==> config.mk <==
export PLATFORM = sky130hd
export DESIGN_NAME = rv_core
export DESIGN_NICKNAME = d
export VERILOG_FILES = /design/src/rv_isa_pkg.sv /design/src/rv_core_pkg.sv /design/src/rv_core.sv /design/src/rv_pc_unit.sv /design/src/rv_execute.sv /design/src/rv_regfile.sv /design/src/rv_decode.sv
export SDC_FILE = /design/constraint.sdc
export NUM_CORES = 2
export LEC_CHECK = 0
export BUFFER_PORTS_ARGS = -buffer_cell sky130_fd_sc_hd__buf_2
export CELL_PAD_IN_SITES_DETAIL_PLACEMENT = 0
export CELL_PAD_IN_SITES_GLOBAL_PLACEMENT = 1
export CORE_ASPECT_RATIO = 1.25
export CORE_MARGIN = 2
export CORE_UTILIZATION = 35
export CTS_CLUSTER_DIAMETER = 40
export CTS_CLUSTER_SIZE = 24
export DETAILED_ROUTE_END_ITERATION = 8
export PLACE_DENSITY_LB_ADDON = 0.1
export SYNTH_ARGS = -nofsm -noshare
export SYNTH_HDL_FRONTEND = slang
export SYNTH_SLANG_ARGS = --single-unit
==> constraint.sdc <==
create_clock -name clk -period 22.8 [get_ports clk]
set_clock_uncertainty 0.1 [all_clocks]
set_input_delay 4.56 -clock clk [delete_from_list [all_inputs] [get_ports clk]]
set_output_delay 4.56 -clock clk [all_outputs]
set_load 0.1 [all_outputs]
==> src/rv_isa_pkg.sv <==
/* RV32I base encodings only. Loads, stores, fence and system opcodes are not listed
   because the core treats them as no-ops. */
package rv_isa_pkg;

    // data and address width
    localparam int xlen = 32;
    // register index width
    localparam int reg_addr_w = 5;

    localparam int opcode_w = 7;
    localparam int funct3_w = 3;

    // instruction field positions
    localparam int rd_lsb = 7;
    localparam int funct3_lsb = 12;
    localparam int rs1_lsb = 15;
    localparam int rs2_lsb = 20;
    // sub and sra select bit in funct7
    localparam int funct7_alt_bit = 30;
    // immediate sign is always in bit 31
    localparam int imm_sign_bit = 31;

    // major opcodes kept by the core
    typedef enum logic [opcode_w-1:0] {
        opc_op     = 7'b0110011,
        opc_op_imm = 7'b0010011,
        opc_lui    = 7'b0110111,
        opc_auipc  = 7'b0010111,
        opc_jal    = 7'b1101111,
        opc_jalr   = 7'b1100111,
        opc_branch = 7'b1100011
    } opcode_e;

    // funct3 of op and op_imm
    typedef enum logic [funct3_w-1:0] {
        f3_add_sub = 3'b000,
        f3_sll     = 3'b001,
        f3_slt     = 3'b010,
        f3_sltu    = 3'b011,
        f3_xor     = 3'b100,
        f3_srl_sra = 3'b101,
        f3_or      = 3'b110,
        f3_and     = 3'b111
    } funct3_alu_e;

    // funct3 of branch
    // 010 and 011 are reserved and never taken
    typedef enum logic [funct3_w-1:0] {
        f3_beq  = 3'b000,
        f3_bne  = 3'b001,
        f3_blt  = 3'b100,
        f3_bge  = 3'b101,
        f3_bltu = 3'b110,
        f3_bgeu = 3'b111
    } funct3_branch_e;

endpackage
==> src/rv_core_pkg.sv <==
/* Control and retire types of the single-cycle core. Field order of retire_t is
   wen, rd, data from msb down. */
package rv_core_pkg;

    // enum widths
    localparam int alu_op_w = 4;
    localparam int b_sel_w = 2;
    localparam int pc_sel_w = 2;

    // alu operations
    // pass_b only used by lui
    typedef enum logic [alu_op_w-1:0] {
        alu_add    = 4'd0,
        alu_sub    = 4'd1,
        alu_sll    = 4'd2,
        alu_slt    = 4'd3,
        alu_sltu   = 4'd4,
        alu_xor    = 4'd5,
        alu_srl    = 4'd6,
        alu_sra    = 4'd7,
        alu_or     = 4'd8,
        alu_and    = 4'd9,
        alu_pass_b = 4'd10
    } alu_op_e;

    // alu a operand
    typedef enum logic {
        a_rs1 = 1'b0,
        a_pc  = 1'b1
    } a_sel_e;

    // alu b operand
    // constant four gives the link value
    typedef enum logic [b_sel_w-1:0] {
        b_rs2  = 2'd0,
        b_imm  = 2'd1,
        b_four = 2'd2
    } b_sel_e;

    // next pc source
    typedef enum logic [pc_sel_w-1:0] {
        pc_plus4  = 2'd0,
        pc_branch = 2'd1,
        pc_jal    = 2'd2,
        pc_jalr   = 2'd3
    } pc_sel_e;

    // decoded control word, 18 bits
    typedef struct packed {
        alu_op_e                     alu_op;
        a_sel_e                      a_sel;
        b_sel_e                      b_sel;
        pc_sel_e                     pc_sel;
        rv_isa_pkg::funct3_branch_e  br_cond;
        logic                        wen;
        logic [rv_isa_pkg::reg_addr_w-1:0] rd;
    } ctrl_t;

    // one register write per retired instruction, 38 bits
    typedef struct packed {
        logic                        wen;
        logic [rv_isa_pkg::reg_addr_w-1:0] rd;
        logic [rv_isa_pkg::xlen-1:0] data;
    } retire_t;

endpackage

==> src/rv_core.sv <==
/* Single-cycle RV32I subset, one instruction per clock taken from cmd.
   No handshake; cmd is sampled every cycle and retire is valid in the same cycle. */
`timescale 1ns/100ps

module rv_core (
    input  logic                        clk,
    input  logic                        rst_n,
    input  logic [rv_isa_pkg::xlen-1:0] cmd,
    output logic [rv_isa_pkg::xlen-1:0] pc,
    output rv_core_pkg::retire_t        retire
);
    import rv_isa_pkg::*;
    import rv_core_pkg::*;

    ctrl_t           ctrl;
    logic [xlen-1:0] imm;
    logic [xlen-1:0] rs1_val;
    logic [xlen-1:0] rs2_val;
    logic [xlen-1:0] result;
    logic            taken;

    // decode stage
    rv_decode i_decode (
        .cmd  (cmd),
        .ctrl (ctrl),
        .imm  (imm)
    );

    // register read, sources from fixed fields
    // write back of the alu result on the next edge
    rv_regfile i_regfile (
        .clk     (clk),
        .rst_n   (rst_n),
        .raddr_a (cmd[rs1_lsb +: reg_addr_w]),
        .raddr_b (cmd[rs2_lsb +: reg_addr_w]),
        .waddr   (ctrl.rd),
        .wen     (ctrl.wen),
        .wdata   (result),
        .rdata_a (rs1_val),
        .rdata_b (rs2_val)
    );

    // execute stage
    rv_execute i_execute (
        .ctrl    (ctrl),
        .imm     (imm),
        .pc      (pc),
        .rs1_val (rs1_val),
        .rs2_val (rs2_val),
        .result  (result),
        .taken   (taken)
    );

    // pc update
    rv_pc_unit i_pc_unit (
        .clk     (clk),
        .rst_n   (rst_n),
        .pc_sel  (ctrl.pc_sel),
        .taken   (taken),
        .imm     (imm),
        .rs1_val (rs1_val),
        .pc      (pc)
    );

    // retire port, write enable held low in reset
    assign retire.wen = ctrl.wen & rst_n;
    assign retire.rd = ctrl.rd;
    assign retire.data = result;

endmodule

==> src/rv_pc_unit.sv <==
/* Pc clears to 0 on synchronous reset and advances every cycle.
   No misaligned target check; jalr clears bit 0 only. */
`timescale 1ns/100ps

module rv_pc_unit (
    input  logic                        clk,
    input  logic                        rst_n,
    input  rv_core_pkg::pc_sel_e        pc_sel,
    input  logic                        taken,
    input  logic [rv_isa_pkg::xlen-1:0] imm,
    input  logic [rv_isa_pkg::xlen-1:0] rs1_val,
    output logic [rv_isa_pkg::xlen-1:0] pc
);
    import rv_isa_pkg::*;
    import rv_core_pkg::*;

    logic [xlen-1:0] seq_pc;
    logic [xlen-1:0] rel_pc;
    logic [xlen-1:0] jalr_pc;
    logic [xlen-1:0] next_pc;

    // candidate targets
    assign seq_pc = pc + xlen'(4);
    assign rel_pc = pc + imm;
    assign jalr_pc = (rs1_val + imm) & ~xlen'(1);

    always_comb begin
        case (pc_sel)
            pc_branch: next_pc = taken ? rel_pc : seq_pc;
            pc_jal:    next_pc = rel_pc;
            pc_jalr:   next_pc = jalr_pc;
            default:   next_pc = seq_pc;
        endcase
    end

    always_ff @(posedge clk) begin
        if (!rst_n) begin
            pc <= '0;
        end else begin
            pc <= next_pc;
        end
    end

endmodule

==> src/rv_execute.sv <==
/* Combinational ALU and branch compare. The taken flag is computed for every
   instruction and only means something when pc_sel selects branch. */
`timescale 1ns/100ps

module rv_execute (
    input  rv_core_pkg::ctrl_t          ctrl,
    input  logic [rv_isa_pkg::xlen-1:0] imm,
    input  logic [rv_isa_pkg::xlen-1:0] pc,
    input  logic [rv_isa_pkg::xlen-1:0] rs1_val,
    input  logic [rv_isa_pkg::xlen-1:0] rs2_val,
    output logic [rv_isa_pkg::xlen-1:0] result,
    output logic                        taken
);
    import rv_isa_pkg::*;
    import rv_core_pkg::*;

    logic [xlen-1:0]          op_a;
    logic [xlen-1:0]          op_b;
    logic [$clog2(xlen)-1:0]  shamt;
    logic                     lt_s;
    logic                     lt_u;
    logic                     br_eq;
    logic                     br_lt_s;
    logic                     br_lt_u;

    // operand select
    assign op_a = (ctrl.a_sel == a_pc) ? pc : rs1_val;

    always_comb begin
        case (ctrl.b_sel)
            b_imm:   op_b = imm;
            b_four:  op_b = xlen'(4);
            default: op_b = rs2_val;
        endcase
    end

    // low bits only, as in rv32i
    assign shamt = op_b[$clog2(xlen)-1:0];

    // set-less-than on alu operands
    assign lt_s = $signed(op_a) < $signed(op_b);
    assign lt_u = op_a < op_b;

    always_comb begin
        case (ctrl.alu_op)
            alu_add:    result = op_a + op_b;
            alu_sub:    result = op_a - op_b;
            alu_sll:    result = op_a << shamt;
            alu_slt:    result = xlen'(lt_s);
            alu_sltu:   result = xlen'(lt_u);
            alu_xor:    result = op_a ^ op_b;
            alu_srl:    result = op_a >> shamt;
            alu_sra:    result = $signed(op_a) >>> shamt;
            alu_or:     result = op_a | op_b;
            alu_and:    result = op_a & op_b;
            alu_pass_b: result = op_b;
            default:    result = op_a + op_b;
        endcase
    end

    // branch compare always on the raw register values
    // operand a may be pc here, so the alu compares are not reused
    assign br_eq = rs1_val == rs2_val;
    assign br_lt_s = $signed(rs1_val) < $signed(rs2_val);
    assign br_lt_u = rs1_val < rs2_val;

    always_comb begin
        case (ctrl.br_cond)
            f3_beq:  taken = br_eq;
            f3_bne:  taken = !br_eq;
            f3_blt:  taken = br_lt_s;
            f3_bge:  taken = !br_lt_s;
            f3_bltu: taken = br_lt_u;
            f3_bgeu: taken = !br_lt_u;
            // reserved conditions fall through
            default: taken = 1'b0;
        endcase
    end

endmodule

==> src/rv_regfile.sv <==
/* Writes to index 0 are not filtered here; the decoder must clear wen for rd x0.
   All entries clear under synchronous reset. */
`timescale 1ns/100ps

module rv_regfile (
    input  logic                              clk,
    input  logic                              rst_n,
    input  logic [rv_isa_pkg::reg_addr_w-1:0] raddr_a,
    input  logic [rv_isa_pkg::reg_addr_w-1:0] raddr_b,
    input  logic [rv_isa_pkg::reg_addr_w-1:0] waddr,
    input  logic                              wen,
    input  logic [rv_isa_pkg::xlen-1:0]       wdata,
    output logic [rv_isa_pkg::xlen-1:0]       rdata_a,
    output logic [rv_isa_pkg::xlen-1:0]       rdata_b
);
    import rv_isa_pkg::*;

    // 32 entries of xlen bits
    logic [xlen-1:0] regs [2**reg_addr_w];

    // single write port
    always_ff @(posedge clk) begin
        if (!rst_n) begin
            for (int i = 0; i < 2**reg_addr_w; i++) begin
                regs[i] <= '0;
            end
        end else if (wen) begin
            regs[waddr] <= wdata;
        end
    end

    // asynchronous reads, x0 forced to zero
    // no write-through, new value is seen next cycle
    assign rdata_a = (raddr_a == '0) ? '0 : regs[raddr_a];
    assign rdata_b = (raddr_b == '0) ? '0 : regs[raddr_b];

endmodule

==> src/rv_decode.sv <==
/* Purely combinational. Opcodes outside the kept RV32I subset decode to a
   no-write, pc plus four control word. */
`timescale 1ns/100ps

module rv_decode (
    input  logic [rv_isa_pkg::xlen-1:0] cmd,
    output rv_core_pkg::ctrl_t          ctrl,
    output logic [rv_isa_pkg::xlen-1:0] imm
);
    import rv_isa_pkg::*;
    import rv_core_pkg::*;

    opcode_e            opcode;
    funct3_alu_e        f3_alu;
    logic               alt;
    logic [xlen-1:0]    i_imm;
    logic [xlen-1:0]    u_imm;
    logic [xlen-1:0]    j_imm;
    logic [xlen-1:0]    br_imm;

    // funct3 to alu op
    // allow_sub is only set for register form, addi has no sub
    function automatic alu_op_e alu_op_sel(input funct3_alu_e f3, input logic alt_bit,
                                           input logic allow_sub);
        alu_op_e sel;
        case (f3)
            f3_add_sub: sel = (alt_bit && allow_sub) ? alu_sub : alu_add;
            f3_sll:     sel = alu_sll;
            f3_slt:     sel = alu_slt;
            f3_sltu:    sel = alu_sltu;
            f3_xor:     sel = alu_xor;
            f3_srl_sra: sel = alt_bit ? alu_sra : alu_srl;
            f3_or:      sel = alu_or;
            default:    sel = alu_and;
        endcase
        return sel;
    endfunction

    assign opcode = opcode_e'(cmd[opcode_w-1:0]);
    assign f3_alu = funct3_alu_e'(cmd[funct3_lsb +: funct3_w]);
    assign alt = cmd[funct7_alt_bit];

    // immediate formats, all sign extended from bit 31
    assign i_imm = {{(xlen-12){cmd[imm_sign_bit]}}, cmd[31:20]};
    assign u_imm = {cmd[31:12], 12'b0};
    assign j_imm = {{(xlen-20){cmd[imm_sign_bit]}}, cmd[19:12], cmd[20], cmd[30:21], 1'b0};
    assign br_imm = {{(xlen-12){cmd[imm_sign_bit]}}, cmd[7], cmd[30:25], cmd[11:8], 1'b0};

    always_comb begin
        // no-op defaults
        ctrl = '{
            alu_op:  alu_add,
            a_sel:   a_rs1,
            b_sel:   b_rs2,
            pc_sel:  pc_plus4,
            br_cond: f3_beq,
            wen:     1'b0,
            rd:      cmd[rd_lsb +: reg_addr_w]
        };
        imm = i_imm;

        case (opcode)
            opc_op: begin
                ctrl.alu_op = alu_op_sel(f3_alu, alt, 1'b1);
                ctrl.wen = 1'b1;
            end
            opc_op_imm: begin
                // shamt sits in imm[4:0]
                ctrl.alu_op = alu_op_sel(f3_alu, alt, 1'b0);
                ctrl.b_sel = b_imm;
                ctrl.wen = 1'b1;
            end
            opc_lui: begin
                ctrl.alu_op = alu_pass_b;
                ctrl.b_sel = b_imm;
                ctrl.wen = 1'b1;
                imm = u_imm;
            end
            opc_auipc: begin
                ctrl.a_sel = a_pc;
                ctrl.b_sel = b_imm;
                ctrl.wen = 1'b1;
                imm = u_imm;
            end
            opc_jal: begin
                // link value pc + 4 through the alu
                ctrl.a_sel = a_pc;
                ctrl.b_sel = b_four;
                ctrl.pc_sel = pc_jal;
                ctrl.wen = 1'b1;
                imm = j_imm;
            end
            opc_jalr: begin
                ctrl.a_sel = a_pc;
                ctrl.b_sel = b_four;
                ctrl.pc_sel = pc_jalr;
                ctrl.wen = 1'b1;
            end
            opc_branch: begin
                ctrl.pc_sel = pc_branch;
                ctrl.br_cond = funct3_branch_e'(cmd[funct3_lsb +: funct3_w]);
                imm = br_imm;
            end
            default: begin
                // unsupported, keep no-op defaults
                ctrl.wen = 1'b0;
            end
        endcase

        // x0 writes dropped here, regfile does not check
        if (ctrl.rd == '0) begin
            ctrl.wen = 1'b0;
        end
    end

endmodule

Word level (Yosys, flattened, before mapping). Memory sizes are Yosys's and may differ from the RTL's. Cells that the tools add are included.

RAM bits: 1024. Memories kept: 1. Flip-flop bits (word level): 32. Output and inout bits: 70.

Shift-type cells: 3. Bitwise logic cells: 4. Mux-type cells: 27. Order comparisons: 4. Reductions and logical operators: 14. $add $sub $neg: 5. Equality and inequality tests: 34.

Memories: i_regfile.regs (words 32, bits a word 32, read ports 2, clocked after Yosys merged registers in 0, write ports 32, line rv_regfile.sv:19) `logic [xlen-1:0] regs [2**reg_addr_w];`.

Operator list (count): 32-bit case mux with 10 select lines (1); 32-bit 2-to-1 mux (5); 32-bit < comparator (4); 32-bit adder (3); 32-bit case mux with 3 select lines (1); 31-bit case mux with 3 select lines (1); 32-bit case mux with 2 select lines (1); 4-bit case mux with 7 select lines (2); 32-bit by 3-bit adder with 32-bit output (second input constant) (1); 32-bit bitwise AND (1); 32-bit == test (1); 32-bit OR (1); 32-bit OR reduction (1); 32-bit by 5-bit left shift with 32-bit output (1); 32-bit by 5-bit right shift with 32-bit output (1); 32-bit by 5-bit >>> shifter with 32-bit output (1); 32-bit subtractor (1); 32-bit bitwise XOR (1); 3-bit == test (second input constant) (7); 7-bit == test (second input constant) (3); 4-bit by 3-bit == test with 1-bit output (second input constant) (4); 5-bit logical NOT (3); 7-bit by 5-bit == test with 1-bit output (second input constant) (2); 7-bit by 6-bit == test with 1-bit output (second input constant) (2); other kinds (20) (42).

Longest topological paths before layout.
Depth in word-level cells: 9. Mapped depth: 30. Mapped depth without buffers: 22.

Cells and area by module. From an unflattened synthesis, not the netlist that was laid out.

Cells, all modules: 5950. Area total of the unflattened synthesis: 70714.1 µm².

Modules (own cells, without submodules): rv_regfile (area each 54402.2 µm², cells each 3549, instances 1, sequential area each 30749.5 µm²); rv_execute (area each 10593.9 µm², cells each 1618, instances 1, sequential area each 0.0 µm²); rv_pc_unit (area each 5102.4 µm², cells each 695, instances 1, sequential area each 640.6 µm²); rv_decode (area each 609.3 µm², cells each 87, instances 1, sequential area each 0.0 µm²); rv_core (area each 6.3 µm², cells each 1, instances 1, sequential area each 0.0 µm²).

Worst setup path before layout. OpenSTA, ideal clock, no wires.

Path kind: input to output. From: in cmd[4] in the netlist's numbering. To: out retire[28] in the netlist's numbering. Slack: 6.745 ns. Data arrival time: 11.395 ns. Data required time: 18.140 ns. Stages: 28. Cell sequence: and4b_1 nand2_1 clkbuf_1 o21ai_0 ha_1 nor2b_1 and2_0 or2_1 buf_4 buf_2 buf_2 buf_4 ha_1 inv_1 fa_1 a21o_1 and4_1 o311a_1 o31a_1 a221o_1 a221o_1 a221oi_1 nor2_1 a41o_1 a221o_1 a21oi_1 buf_4 inv_1.

RTL lines: start, declared (line rv_core.sv:8) `input logic [rv_isa_pkg::xlen-1:0] cmd,`; end, declared (line rv_core.sv:10) `output rv_core_pkg::retire_t retire`.

==> results.cfg <==
[run_status]
run_status = finished, final reports clean

[clock_tree]
cts_setup_buffers = 0
clock_latency_ns = 0.84
hold_buffers = 0
tritoncts.num_buffers = 169
cts.clk_slew.worst_paths_ns = 0.04
numClockSinks = 1056
clock_path_buffers = 3
ctsRootBufferMaster = clkbuf_16
cts_resized = 0
h-tree-depth = 4
tritoncts = done

[final_layout]
final_cells = 8588
area_delta_synth_final_pct = 13.2
nNetsFinal = 6108
drive_above_1_share = 0.210

[worst_setup_path]
r2r_cells = 22
slowest_stage = buf_4
cp_top_family = compound AO/OA/AOI/OAI gates
arrival_ns = 13.27
cp.required_ns = 18.14
setup.worst_path.class = primary input to output port
crit_cells = 28
path_buf_inv = 10
endpoint_kind = output port
cp-start-kind = primary input
cp_slowest_stage_delay_ns = 0.61
cp_max_fo = 57

[global_route]
antenna_found_initial = 14
grt_pass1_wl_um = 441000
grt_max_degree = 108
grtUsageTotal = 0.318
grt_pass1_vias = 53600
overflow = 0

[pwr]
seqPwrFrac = 0.322
power_density_nw_per_um2 = 89.3
switchingPower_mw = 2.55
internal_power_mw = 4.38
clkPwrFrac = 0.389
pwr-share-comb = 0.289
p_leak_nw = 29.4
finalPower_mw = 6.93
switching_share = 0.368
ir_worst_vdd_mv = 0.0808

[floorplanning]
io_pins = 104
row_count = 181
core_um2 = 195000
start_util = 0.352
die_area_um2 = 199000
die_h_um = 499
die_w_um = 400

[yosys]
synth.most_common_cell = nor2_1
syn-cell-area_um2 = 68500
async_reset_ff_frac = 0
synth_edf_count = 1024
ys_dominant_reg_cell = edfxtp_1
synth_top_area_cell = edfxtp_1
ys_types = 107
syn_avg_cell_area_um2 = 11.6
yosysTopAreaCellShare = 0.449
seq_area_frac_synth = 0.458
ys_top_cells_by_count = 1260 x nor2_1, 1024 x edfxtp_1, 510 x mux4_2, 333 x nand2_1, 282 x mux2i_1
synthTopCellsByArea = edfxtp_1 45%, mux4_2 17%, nor2_1 6.9%
ys_warn_count = 0
netlist_instances = 5933
ys_ff_latch = 1056

[route]
drt_wl_total_um = 320000
dr.pass1.iters = 6
drc = 0
detail-route-antenna-nets = 0
drt-initial-drc-count = 5769
vias_per_cell = 6.25
post_drt_wl_per_cell_um = 37.3
vias = 53600

[sta]
slew_violations = 0
rsz0062_at_grt = no
tns_ns = 0
period_minus_slack_ns = 17.93
post-route-period-util = 0.787
hold_violations = 0
setup_violations = 0
worst_slew_pin_slew_ns = 1.39
setup_slack_ns = 4.87
fmax_mhz = 55.8
relSlewSlack = 0.0636

[placement]
hpwl_um = 212000
pre_cts_slack_ns = 5.08
dp.cells = 8268
portBuffers = 103
place.gp.congestion = 0.986

[hold_path]
min_path_type = flop to flop
whs_path_depth = 2

[run]
timing.max_cap.violations = 0
[final cells by class]
type                            count  area [um^2]
Tap cell                         2562         3210
Multi-Input combinational cell   4182        34400
Clock buffer                      181         4300
Timing Repair Buffer              284         2030
Inverter                          184          692
Antenna cell                        8         20.0
Fill cell                       18600       117000
Sequential cell                  1056        31400
Clock inverter                    131         1600
[path summary, 6_finish.rpt]
check	slack, ns	from	end
max	4.87	cmd[5]	retire[28]
min	0.55	i_pc_unit.pc[0]	i_pc_unit.pc[0]
max reg2reg	15.09	i_regfile.regs[27][0]	i_regfile.regs[5][30]
min reg2reg	0.55	i_pc_unit.pc[0]	i_pc_unit.pc[0]
[logic make-up after synthesis]
family	synth area share
AOI/OAI and AO/OA	0.102
xor gates and xnor gates	0.0130
adders and majority gates	0.0364
buffers and inverters	0.0491
DFF	0.458
muxes	0.216
other	0.0000547
and+or+nand+nor	0.126
[registers in the layout, indices dropped and copies added (netlist names)]
| register | count |
|---|---|
| i_regfile.regs | 1024 |
| i_pc_unit.pc | 32 |
[metal layers]
layer  share of wire  global-route usage  wire length [um]  vias to the layer above
met5         0.00024                   0                76                        -
met4           0.054               0.150             17300                       12
met3           0.069              0.0535             22000                      625
met2            0.50               0.539            158000                     2423
met1            0.38               0.392            122000                    28200
li1                -                   -                 -                    22400
[cells in the final DEF (no fill, tap or decap), drive strengths merged, types with 26 or more instances in the layout]
cell / n
o211ai: 26
buf: 284
inv: 207
a22oi: 97
xnor2: 69
edfxtp: 1024
dfxtp: 32
nand3: 62
nor2: 1261
and3: 26
mux2i: 284
a21oi: 225
xor2: 33
a21o: 63
nor3: 83
clkbuf: 181
o22a: 53
a32o: 31
nand4: 81
mux2: 38
ha: 193
clkinv: 63
nand2: 334
a211oi: 64
o22ai: 30
mux4: 510
o21ai: 157
nor2b: 39
conb: 32
[stage by stage]
stage | area, um^2 | utilization | hold WS, ns
global route | 77600 | 0.399 | 0.606
detailed placement | 71700 | 0.369 | 0.537
floorplan | 68600 | - | 0.921
CTS | 77600 | 0.399 | 0.542
finish | 77600 | 0.399 | 0.550
global placement | 71700 | 0.368 | 0.533
[worst min-delay path, delay by kind of cell, from the launching register on]
family / cells / cell delay (ns)
and+or+nand+nor: 1 / 0.05
DFF: 1 / 0.37
AOI/OAI and AO/OA: 1 / 0.18
[power groups by stage]
stage | Sequential [mW] | Combinational (mW) | Clock [mW]
2_1_floorplan | 2.26 | 1.29 | 0
3_3_place_gp | 2.27 | 1.98 | 0
3_5_place_dp | 2.27 | 1.98 | 0
4_1_cts | 2.23 | 1.98 | 2.73
5_1_grt | 2.24 | 2.09 | 2.80
6_report | 2.23 | 2.00 | 2.69
(Power assumes the default switching activity.)
